===== config.mk =====
export PLATFORM = sky130hd
export DESIGN_NAME = exec_control_flat
export DESIGN_NICKNAME = d
export VERILOG_FILES = /design/src/rtl/exec_pkg.sv /design/src/rtl/exec_ctrl_if.sv /design/src/rtl/exec_control.sv /design/src/flat_wrapper.sv
export SDC_FILE = /design/constraint.sdc
export NUM_CORES = 1
export LEC_CHECK = 0
export ABC_CLOCK_PERIOD_IN_PS = 6150
export BUFFER_PORTS_ARGS = -buffer_cell sky130_fd_sc_hd__buf_2
export CELL_PAD_IN_SITES_DETAIL_PLACEMENT = 0
export CELL_PAD_IN_SITES_GLOBAL_PLACEMENT = 1
export CORE_AREA = 5 5 227 229
export DETAILED_ROUTE_END_ITERATION = 6
export DIE_AREA = 0 0 232 234
export GPL_TIMING_DRIVEN = 1
export PLACE_DENSITY_LB_ADDON = 0.1
export SYNTH_ARGS = -nofsm -noshare
export SYNTH_HDL_FRONTEND = slang
export SYNTH_SLANG_ARGS = --single-unit

===== constraint.sdc =====
create_clock -name i_clk -period 6.15 [get_ports i_clk]
set_input_delay 0 -clock i_clk [delete_from_list [all_inputs] [get_ports i_clk]]
set_output_delay 0 -clock i_clk [all_outputs]
set_load 0.05 [all_outputs]

===== src/rtl/exec_pkg.sv =====
// Shared types for the execute stage: instruction views, opcodes, ALU classes and codes.
package exec_pkg;

    parameter int XLEN_DEFAULT = 64; // Data path width.

    typedef enum logic [6:0] {
        OPC_LOAD      = 7'b0000011, OPC_STORE     = 7'b0100011,
        OPC_BRANCH    = 7'b1100011, OPC_OP_IMM    = 7'b0010011,
        OPC_OP        = 7'b0110011, OPC_OP_IMM_32 = 7'b0011011,
        OPC_OP_32     = 7'b0111011, OPC_SYSTEM    = 7'b1110011
    } opcode_e;

    typedef enum logic [2:0] {
        CLS_ADD   = 3'b000, // Loads and stores.
        CLS_SUB   = 3'b001, // Branch compare.
        CLS_INT   = 3'b010,
        CLS_INT_W = 3'b011,
        CLS_CSR   = 3'b100,
        CLS_NONE  = 3'b111  // Unsupported opcode.
    } alu_class_e;

    typedef enum logic [4:0] {
        ALU_ADD   = 5'b00000, ALU_SUB   = 5'b00001, ALU_AND   = 5'b00010, ALU_OR    = 5'b00011,
        ALU_XOR   = 5'b00100, ALU_SLL   = 5'b00101, ALU_SLT   = 5'b00110, ALU_SLTU  = 5'b00111,
        ALU_SRL   = 5'b01000, ALU_SRA   = 5'b01001, ALU_ADDW  = 5'b01010, ALU_SUBW  = 5'b01011,
        ALU_SLLW  = 5'b01100, ALU_SRLW  = 5'b01101, ALU_SRAW  = 5'b01110, ALU_ADDIW = 5'b01111,
        ALU_CSRRW = 5'b10000, ALU_CSRRS = 5'b10001, ALU_CSRRC = 5'b10010, ALU_DIVW  = 5'b10011,
        ALU_MULW  = 5'b10100, ALU_DIVU  = 5'b10101, ALU_DIVUW = 5'b10110, ALU_REMU  = 5'b10111,
        ALU_REMUW = 5'b11000, ALU_REMW  = 5'b11001, ALU_REM   = 5'b11010, ALU_MUL   = 5'b11011
    } alu_ctrl_e;

    typedef enum logic [1:0] {
        IMM_I = 2'b00,
        IMM_S = 2'b01,
        IMM_Z = 2'b10  // CSR zimm in the rs1 field.
    } imm_fmt_e;

    // ------------------------------------------------------------------------
    // One instruction word, three ways to look at it.
    // ------------------------------------------------------------------------
    typedef struct packed {
        logic [6:0] funct7;
        logic [4:0] rs2;
        logic [4:0] rs1;
        logic [2:0] funct3;
        logic [4:0] rd;
        opcode_e    opcode;
    } r_fields_t;

    typedef struct packed {
        logic [11:0] imm12;
        logic [4:0]  rs1;
        logic [2:0]  funct3;
        logic [4:0]  rd;
        opcode_e     opcode;
    } i_fields_t;

    typedef struct packed {
        logic [6:0] imm_hi;
        logic [4:0] rs2;
        logic [4:0] rs1;
        logic [2:0] funct3;
        logic [4:0] imm_lo;
        opcode_e    opcode;
    } s_fields_t;

    typedef union packed {
        r_fields_t r_fields;
        i_fields_t i_fields;
        s_fields_t s_fields;
    } instr_t;

endpackage


===== src/rtl/exec_ctrl_if.sv =====
// Decoded control bundle from the pipeline control to the combinational datapath blocks.
`timescale 1ns/100ps

interface exec_ctrl_if #(
    parameter int XLEN = 64
);
    import exec_pkg::*;

    instr_t            instr;     // Stage 1 instruction word.
    alu_class_e        alu_class;
    logic              use_imm;   // Operand B from immediate.
    imm_fmt_e          imm_fmt;
    logic [XLEN-1:0]   rs1_data;
    logic [XLEN-1:0]   rs2_data;
    logic [XLEN-1:0]   csr_data;  // Old CSR value.

    alu_ctrl_e         alu_ctrl;  // From the ALU decoder.
    logic              illegal;
    logic [XLEN-1:0]   imm;       // From the immediate generator.

    modport ctrl (
        output instr, alu_class, use_imm, imm_fmt, rs1_data, rs2_data, csr_data
    );

    modport dp (
        input  instr, alu_class, use_imm, imm_fmt, rs1_data, rs2_data, csr_data,
        output alu_ctrl, illegal, imm
    );

endinterface


===== src/rtl/exec_control.sv =====
// Opcode decode and the two-stage valid/ready pipeline around the execute datapath.
`timescale 1ns/100ps

module exec_control #(
    parameter int XLEN = 64
) (
    input  logic              i_clk,
    input  logic              i_rst_n,

    // Input side.
    input  logic              i_valid,
    output logic              o_ready,
    input  exec_pkg::instr_t  i_instr,
    input  logic [XLEN-1:0]   i_rs1_data,
    input  logic [XLEN-1:0]   i_rs2_data,
    input  logic [XLEN-1:0]   i_csr_data,

    // Datapath return.
    input  logic [XLEN-1:0]   i_result,
    input  logic              i_illegal,

    // Output side.
    output logic              o_valid,
    input  logic              i_ready,
    output logic [XLEN-1:0]   o_result,
    output logic              o_illegal,

    exec_ctrl_if.ctrl         ctrl
);
    import exec_pkg::*;

    logic            s1_valid;
    logic            s2_valid;
    logic            s1_load;   // Stage 1 may take a new item.
    logic            s2_load;   // Stage 2 may take a new item.
    logic            in_fire;
    alu_class_e      dec_class;
    logic            dec_use_imm;
    imm_fmt_e        dec_fmt;
    logic [XLEN-1:0] s2_result;
    logic            s2_illegal;

    // ------------------------------------------------------------------------
    // Major opcode decode.
    // ------------------------------------------------------------------------
    always_comb begin
        dec_class   = CLS_NONE;
        dec_use_imm = 1'b0;
        dec_fmt     = IMM_I;
        case (i_instr.r_fields.opcode)
            OPC_LOAD: begin
                dec_class   = CLS_ADD;
                dec_use_imm = 1'b1;
            end
            OPC_STORE: begin
                dec_class   = CLS_ADD;
                dec_use_imm = 1'b1;
                dec_fmt     = IMM_S;
            end
            OPC_BRANCH:    dec_class = CLS_SUB;
            OPC_OP_IMM: begin
                dec_class   = CLS_INT;
                dec_use_imm = 1'b1;
            end
            OPC_OP:        dec_class = CLS_INT;
            OPC_OP_IMM_32: begin
                dec_class   = CLS_INT_W;
                dec_use_imm = 1'b1;
            end
            OPC_OP_32:     dec_class = CLS_INT_W;
            OPC_SYSTEM: begin
                dec_class = CLS_CSR;
                if (i_instr.i_fields.funct3[2]) dec_fmt = IMM_Z; // CSRxxI forms.
            end
            default: ;
        endcase
    end

    // ------------------------------------------------------------------------
    // Pipeline control.
    // ------------------------------------------------------------------------
    assign s2_load = ~s2_valid | i_ready;
    assign s1_load = ~s1_valid | s2_load;
    assign o_ready = s1_load;
    assign in_fire = i_valid & s1_load;

    always_ff @(posedge i_clk or negedge i_rst_n) begin
        if (!i_rst_n) begin
            s1_valid <= 1'b0;
            s2_valid <= 1'b0;
        end else begin
            if (s1_load) s1_valid <= i_valid;
            if (s2_load) s2_valid <= s1_valid;
        end
    end

    always_ff @(posedge i_clk) begin
        if (in_fire) begin
            ctrl.instr     <= i_instr;
            ctrl.alu_class <= dec_class;
            ctrl.use_imm   <= dec_use_imm;
            ctrl.imm_fmt   <= dec_fmt;
            ctrl.rs1_data  <= i_rs1_data;
            ctrl.rs2_data  <= i_rs2_data;
            ctrl.csr_data  <= i_csr_data;
        end
        if (s2_load & s1_valid) begin
            s2_result  <= i_result;
            s2_illegal <= i_illegal;
        end
    end

    assign o_valid   = s2_valid;
    assign o_result  = s2_result;
    assign o_illegal = s2_illegal;

endmodule


===== src/flat_wrapper.sv =====
// flat-port wrapper written by rule: the top's interface ports become plain ports
module exec_control_flat import exec_pkg::*;
#(
    parameter int XLEN = 64
)
  (i_clk, i_rst_n, i_valid, o_ready, i_instr, i_rs1_data, i_rs2_data, i_csr_data, i_result, i_illegal, o_valid, i_ready, o_result, o_illegal, ctrl_instr, ctrl_alu_class, ctrl_use_imm, ctrl_imm_fmt, ctrl_rs1_data, ctrl_rs2_data, ctrl_csr_data);
  exec_ctrl_if #(.XLEN(XLEN)) ctrl_i ();
  input  logic i_clk;
  input  logic i_rst_n;
  input  logic i_valid;
  output logic o_ready;
  input  exec_pkg::instr_t i_instr;
  input  logic [XLEN-1:0] i_rs1_data;
  input  logic [XLEN-1:0] i_rs2_data;
  input  logic [XLEN-1:0] i_csr_data;
  input  logic [XLEN-1:0] i_result;
  input  logic i_illegal;
  output logic o_valid;
  input  logic i_ready;
  output logic [XLEN-1:0] o_result;
  output logic o_illegal;
  output wire logic [$bits(ctrl_i.instr)-1:0] ctrl_instr;
  output wire logic [$bits(ctrl_i.alu_class)-1:0] ctrl_alu_class;
  output wire logic [$bits(ctrl_i.use_imm)-1:0] ctrl_use_imm;
  output wire logic [$bits(ctrl_i.imm_fmt)-1:0] ctrl_imm_fmt;
  output wire logic [$bits(ctrl_i.rs1_data)-1:0] ctrl_rs1_data;
  output wire logic [$bits(ctrl_i.rs2_data)-1:0] ctrl_rs2_data;
  output wire logic [$bits(ctrl_i.csr_data)-1:0] ctrl_csr_data;
  assign ctrl_instr = ctrl_i.instr;
  assign ctrl_alu_class = ctrl_i.alu_class;
  assign ctrl_use_imm = ctrl_i.use_imm;
  assign ctrl_imm_fmt = ctrl_i.imm_fmt;
  assign ctrl_rs1_data = ctrl_i.rs1_data;
  assign ctrl_rs2_data = ctrl_i.rs2_data;
  assign ctrl_csr_data = ctrl_i.csr_data;
  exec_control #(.XLEN(XLEN)) u_core (.i_clk(i_clk), .i_rst_n(i_rst_n), .i_valid(i_valid), .o_ready(o_ready), .i_instr(i_instr), .i_rs1_data(i_rs1_data), .i_rs2_data(i_rs2_data), .i_csr_data(i_csr_data), .i_result(i_result), .i_illegal(i_illegal), .o_valid(o_valid), .i_ready(i_ready), .o_result(o_result), .o_illegal(o_illegal), .ctrl(ctrl_i));
endmodule

==> results of run 1 <==
==> path summary, 6_finish.rpt <==
path / slack [ns] / depth (start not counted) / to
max: 4.15 / 3 / u_core.ctrl.instr[3]$_DFFE_PP_
min: 0.18 / 2 / u_core.ctrl.rs2_data[30]$_DFFE_PP_
max reg2reg: 4.15 / 3 / u_core.ctrl.instr[3]$_DFFE_PP_
min reg2reg: 0.49 / 1 / u_core.o_valid$_DFFE_PN0P_
max in group asynchronous: 5.67 / 3 / u_core.s1_valid$_DFFE_PN0N_
min in group asynchronous: 0.36 / 3 / u_core.o_valid$_DFFE_PN0P_
==> cells in the mapped netlist <==
cell       count
edfxtp_1     295
a21o_1         3
nand2_1        3
nand2b_1       3
and2_1         2
dfrtp_1        2
nand3b_1       2
nor3_2         2
a211oi_1       1
a221o_1        1
inv_1          1
nand2b_4       1
nand4bb_4      1
or2_1          1
==> cells in the final DEF, fill, tap and decap left out <==
| cell type | synthesis | layout |
|---|---|---|
| and2_4 | 0 | 1 |
| buf_4 | 0 | 2 |
| nand4bb_4 | 1 | 1 |
| buf_12 | 0 | 1 |
| a221o_1 | 1 | 1 |
| clkinv_4 | 0 | 1 |
| inv_1 | 1 | 1 |
| a211oi_1 | 1 | 1 |
| dfrtp_1 | 2 | 2 |
| and2_2 | 0 | 1 |
| clkinv_1 | 0 | 9 |
| or2_1 | 1 | 1 |
| clkbuf_16 | 0 | 37 |
| buf_2 | 0 | 589 |
| edfxtp_1 | 295 | 295 |
| dlygate4sd3_1 | 0 | 294 |
| nand3b_1 | 2 | 2 |
| clkinv_2 | 0 | 4 |
| clkbuf_1 | 0 | 11 |
| nand2b_1 | 3 | 3 |
| bufinv_16 | 0 | 2 |
| a21o_1 | 3 | 3 |
| nand2b_4 | 1 | 1 |
| nand2_1 | 3 | 3 |
| nor3_2 | 2 | 2 |
==> cell families after synthesis <==
group	after synthesis	synth area share, %
buf+inv	1	0.0413
simple gates	15	1.38
compound gates	5	0.441
flops	297	98.1
==> worst max-delay path, stage by stage, from the launching register on <==
cell	delay (ns)
dfrtp_1	0.38
nand3b_1	0.12
and2_4	0.28
buf_12	0.47
==> cell type report <==
cell class | instances | area (um2) | share of cell area, %
multi-input cells | 20 | 169 | 0.997
clock buffers | 48 | 967 | 5.71
clock inverters | 16 | 123 | 0.724
repair buffers | 886 | 5930 | 35.0
inverters | 1 | 3.75 | 0.0222
well taps | 672 | 841 | 4.96
flip-flops and latches | 297 | 8910 | 52.6
==> metal layers <==
| layer | global-route usage (%) | part of all wire (%) |
|---|---|---|
| met1 | 11.8 | 35 |
| met2 | 20.8 | 51 |
| met3 | 6.03 | 12 |
| met4 | 3.69 | 2.3 |
| met5 | 0 | 0.038 |
==> power groups by stage <==
stage / clock network (W) / logic [W] / registers [W]
CTS: 0.00209 / 0.000911 / 0.00242
global placement: 0 / 0.000757 / 0.00246
detailed placement: 0 / 0.000753 / 0.00246
global route: 0.00218 / 0.000940 / 0.00243
floorplan: 0 / 0.0000500 / 0.00291
finish: 0.00201 / 0.000896 / 0.00242
==> sequential cells by signal (all words and copies together), names as in the netlist <==
signal,count
u_core.ctrl.csr_data,64
u_core.ctrl.rs1_data,64
u_core.ctrl.rs2_data,64
u_core.o_result,64
u_core.ctrl.instr,32
u_core.ctrl.alu_class,3
u_core.ctrl.imm_fmt,2
u_core.ctrl.use_imm,1
u_core.o_illegal,1
u_core.o_valid,1
u_core.s1_valid,1
==> stage by stage <==
stage,utilization (%),area [um2],hold WS (ns),cells
detailed placement,26.1,12900,-0.209,1582
global route,34.3,16900,0.146,1940
CTS,34.3,16900,0.131,1940
finish,34.3,16900,0.183,1940
floorplan,-,9080,-0.296,318
global placement,26.1,12900,-0.211,1582
==> timing repair <==
action	4_1_cts	5_1_grt
buffers inserted	0	0
hold endpoints to repair	309	0
resized for setup	0	0
hold buffers	294	0
==> results.json, run 1 <==
{
  "vias": 6719,
  "hp-start": "i_rs2_data[30]",
  "crit_fanout": 151,
  "comb_power_share_pct": 16.8,
  "required_ns": 6.29,
  "initial_core_util_pct": 18.4,
  "max_freq_ghz": 0.500,
  "cap_violations": 0,
  "drive_above_1_share_pct": 50.6,
  "hpwl_mm": 25.2,
  "hp-class": "in2reg",
  "power.density_nw_per_um2": 314,
  "cp-startpoint": "u_core.s1_valid$_DFFE_PN0N_",
  "core_um2": 49500,
  "yosysUniqueCellTypes": 14,
  "grt_usage_pct": 11.6,
  "clock_path_buffers": 3,
  "internal_power_w": 0.00385,
  "yosysTopAreaCellShare_pct": 97.6,
  "grt_pass1_wl_mm": 47.1,
  "ios": 590,
  "syn-instance-count": 318,
  "die_area_um2": 54300,
  "cts_tree": "done",
  "tightest_slew_ns": 1.05,
  "seq_area_frac_synth_pct": 98.1,
  "antenna_found_initial": 2,
  "final-hold-violation-count": 0,
  "finalNetCount": 1536,
  "rows": 82,
  "power_frac_seq_pct": 45.4,
  "setup_slack_ns": 4.15,
  "grt_pass1_vias": 7526,
  "wl_per_cell_um": 17.5,
  "clock_sinks": 297,
  "die_h_um": 234,
  "cp-start-kind": "register",
  "drcViolationCount": 0,
  "max_slew_margin_pct": 30.1,
  "crit_arrival_ns": 2.14,
  "yosysWarningCount": 0,
  "cts-root-buf": "clkbuf_16",
  "skew_ns": 0.00741,
  "status": "finished clean",
  "power.switching_w": 0.00147,
  "synth-seq-cells": 297,
  "pre_cts_ws_ns": 4.10,
  "vias_per_cell": 3.46,
  "grt.overflow.total": 0,
  "rr_startpoint": "u_core.s1_valid$_DFFE_PN0N_",
  "power_w": 0.00532,
  "rsz0062_at_grt": "false",
  "nFillCells": 4949,
  "numCtsBuffers": 37,
  "synth_top_area_cell": "edfxtp_1",
  "fin_crit_ns": 2.00,
  "synthTopCellsByArea": "edfxtp_1 98%, dfrtp_1 0.55%, nand4bb_4 0.30%, a21o_1 0.25%, nor3_2 0.22%",
  "gp_congestion": 0.715,
  "routed_wl_mm": 33.9,
  "cts_max_level": 2,
  "antenna_cells": 0,
  "swShare_pct": 27.7,
  "clock_latency_ns": 0.52,
  "pwr-share-clk_pct": 37.7,
  "clkTransAtPathRegs_ns": 0.05,
  "dieWidth_um": 232,
  "syn_nets": 611,
  "grt_max_degree": 152,
  "postRouteAntennaNets": 0,
  "areaGrowthSynthToFinish_pct": 86.6,
  "syn_area_um2": 9080,
  "slew_viol_final": 0,
  "drt_first_pass_iters": 4,
  "tns_ns": 0,
  "power.leakage_nw": 7.00,
  "setup_viol": 0,
  "io_buffers": 589,
  "path_class": "reg2reg",
  "ir_worst_vdd_uv": 257,
  "drtIter0Drc": 201,
  "fin_crit_sh_pct": 32.5,
  "synth_area_per_cell_um2": 28.5,
  "cp-end-kind": "register"
}
Note: power is estimated with default switching activity, not from simulation.
==> run 2, diff against run 1 <==
--- a/config.mk
+++ b/config.mk
@@ -5,13 +5,13 @@
 export SDC_FILE = /design/constraint.sdc
 export NUM_CORES = 1
 export LEC_CHECK = 0
-export ABC_CLOCK_PERIOD_IN_PS = 6150
+export ABC_CLOCK_PERIOD_IN_PS = 2070
 export BUFFER_PORTS_ARGS = -buffer_cell sky130_fd_sc_hd__buf_2
 export CELL_PAD_IN_SITES_DETAIL_PLACEMENT = 0
 export CELL_PAD_IN_SITES_GLOBAL_PLACEMENT = 1
-export CORE_AREA = 5 5 227 229
+export CORE_AREA = 5 5 229 231
 export DETAILED_ROUTE_END_ITERATION = 6
-export DIE_AREA = 0 0 232 234
+export DIE_AREA = 0 0 234 236
 export GPL_TIMING_DRIVEN = 1
 export PLACE_DENSITY_LB_ADDON = 0.1
 export SYNTH_ARGS = -nofsm -noshare
==> constraint.sdc (replaced) <==
create_clock -name i_clk -period 2.07 [get_ports i_clk]
set_input_delay 0 -clock i_clk [delete_from_list [all_inputs] [get_ports i_clk]]
set_output_delay 0 -clock i_clk [all_outputs]
set_load 0.05 [all_outputs]
==> results.json, run 2 (synthesis results as in run 1) <==
{
  "status": "finished clean",
  "final_common_cell": "buf_2",
  "layout_common_cells": "589 x buf_2, 295 x edfxtp_1, 294 x dlygate4sd3_1",
  "core_um2": 49900,
  "grt_max_degree": 41,
  "cap_violations": 0,
  "grt_pass1_wl_mm": 49.1,
  "ios": 590,
  "skew_ns": 0.0111,
  "wl_met2_mm": 17.1,
  "clock_path_buffers": 3,
  "cp-start-kind": "register",
  "power_w": 0.0158,
  "slew_viol_final": 0,
  "dpl.cell_count": 1593,
  "routed_wl_mm": 34.6,
  "hpwl_mm": 26.9,
  "crit_fanout": 40,
  "vias_per_cell": 3.48,
  "final_cell_count_no_fill": 1952,
  "tns_ns": 0,
  "fin_crit_ns": 1.64,
  "rows": 82,
  "crit_arrival_ns": 1.85,
  "initial_core_util_pct": 18.2,
  "required_ns": 2.28,
  "ir_worst_vdd_uv": 650,
  "whs_path_depth": 2,
  "max_freq_ghz": 0.610,
  "wl_per_cell_um": 17.7,
  "areaGrowthSynthToFinish_pct": 88.6,
  "hp-class": "in2reg",
  "finalNetCount": 1546,
  "ff2ff_setup_slack_ns": 0.43,
  "gp_congestion": 0.729,
  "cts_max_level": 2,
  "cts_tree": "done",
  "final-hold-violation-count": 0,
  "crit_family": "buffers and inverters",
  "path_cells": "nand3b_1 > and2_4 > buf_12 > buf_4",
  "vias": 6789,
  "grt_usage_pct": 11.9,
  "rr_worst_depth": 4,
  "top_layer": "met5",
  "antenna_found_initial": 5,
  "cts-root-buf": "clkbuf_16",
  "cp.depth": 4,
  "crit_slowest_cell": "dfrtp_2",
  "drt-met1-wl_mm": 11.8,
  "fin_crit_sh_pct": 79.2,
  "setup_viol": 0,
  "die_h_um": 236,
  "postRouteAntennaNets": 0,
  "max_slew_margin_pct": 77.4,
  "hold_slack_ns": 0.172,
  "tightest_slew_ns": 0.342,
  "grt.overflow.total": 0,
  "drtIter0Drc": 229,
  "drcViolationCount": 0,
  "path_class": "reg2reg",
  "grt_pass1_vias": 7771,
  "clkTransAtPathRegs_ns": 0.06,
  "clock_latency_ns": 0.52,
  "power.leakage_nw": 7.08,
  "cp-end-kind": "register",
  "dieWidth_um": 234,
  "numCtsBuffers": 36,
  "power.density_nw_per_um2": 924,
  "die_area_um2": 55200,
  "utilization_pct": 34.3,
  "drt_first_pass_iters": 4,
  "rsz0062_at_grt": "false",
  "io_buffers": 589,
  "clock_sinks": 297,
  "max_stage_delay_ns": 0.41,
  "routed-wl-met3_mm": 4.42,
  "critPathBufInv": 2,
  "drive_above_1_share_pct": 51.3
}
## run 2: what timing repair did
| item | 4_1_cts | 5_1_grt |
|---|---|---|
| buffers inserted | 0 | 0 |
| gates resized for setup | 0 | 0 |
| hold endpoints to repair | 299 | 0 |
| hold buffers | 294 | 0 |
## run 2: layer usage
metal | global-route usage, % | vias up
met5 | 0 | -
met4 | 4.63 | 4
met3 | 5.99 | 72
met2 | 21.0 | 397
met1 | 12.0 | 3133
li1 | - | 3183
## run 2: metrics by stage
step | instance area (um2) | setup WS, ns
after floorplan | 9080 | -1.09
after global placement | 13100 | 0.418
after detailed placement | 13100 | 0.413
after CTS | 17100 | 0.396
after global routing | 17100 | 0.340
final | 17100 | 0.430
## run 2: worst paths after layout
check                                                 start                                 end
min in group asynchronous                           i_rst_n          u_core.o_valid$_DFFE_PN0P_
worst max-delay path             u_core.o_valid$_DFFE_PN0P_  u_core.ctrl.rs1_data[53]$_DFFE_PP_
max in group asynchronous                           i_rst_n          u_core.o_valid$_DFFE_PN0P_
worst min register to register  u_core.s1_valid$_DFFE_PN0N_          u_core.o_valid$_DFFE_PN0P_
worst max register to register   u_core.o_valid$_DFFE_PN0P_  u_core.ctrl.rs1_data[53]$_DFFE_PP_
worst min-delay path                         i_rs2_data[19]  u_core.ctrl.rs2_data[19]$_DFFE_PP_
## run 2: layout make-up
class                      instances  area (um2)
antenna                            3        7.51
clock inverter                    16         130
clock buffer                      46         960
timing repair buffer             897        6100
multi-input combinational         20         169
fill                            4961       32700
inverter                           1        3.75
tap                              672         841
sequential                       297        8910
## run 2: where the power goes
part | total, W | internal, W | switching [W] | leakage [nW]
sequential | 0.00717 | 0.00709 | 0.0000872 | 2.85
clock | 0.00592 | 0.00351 | 0.00240 | 0.528
combinational | 0.00273 | 0.000859 | 0.00187 | 3.70
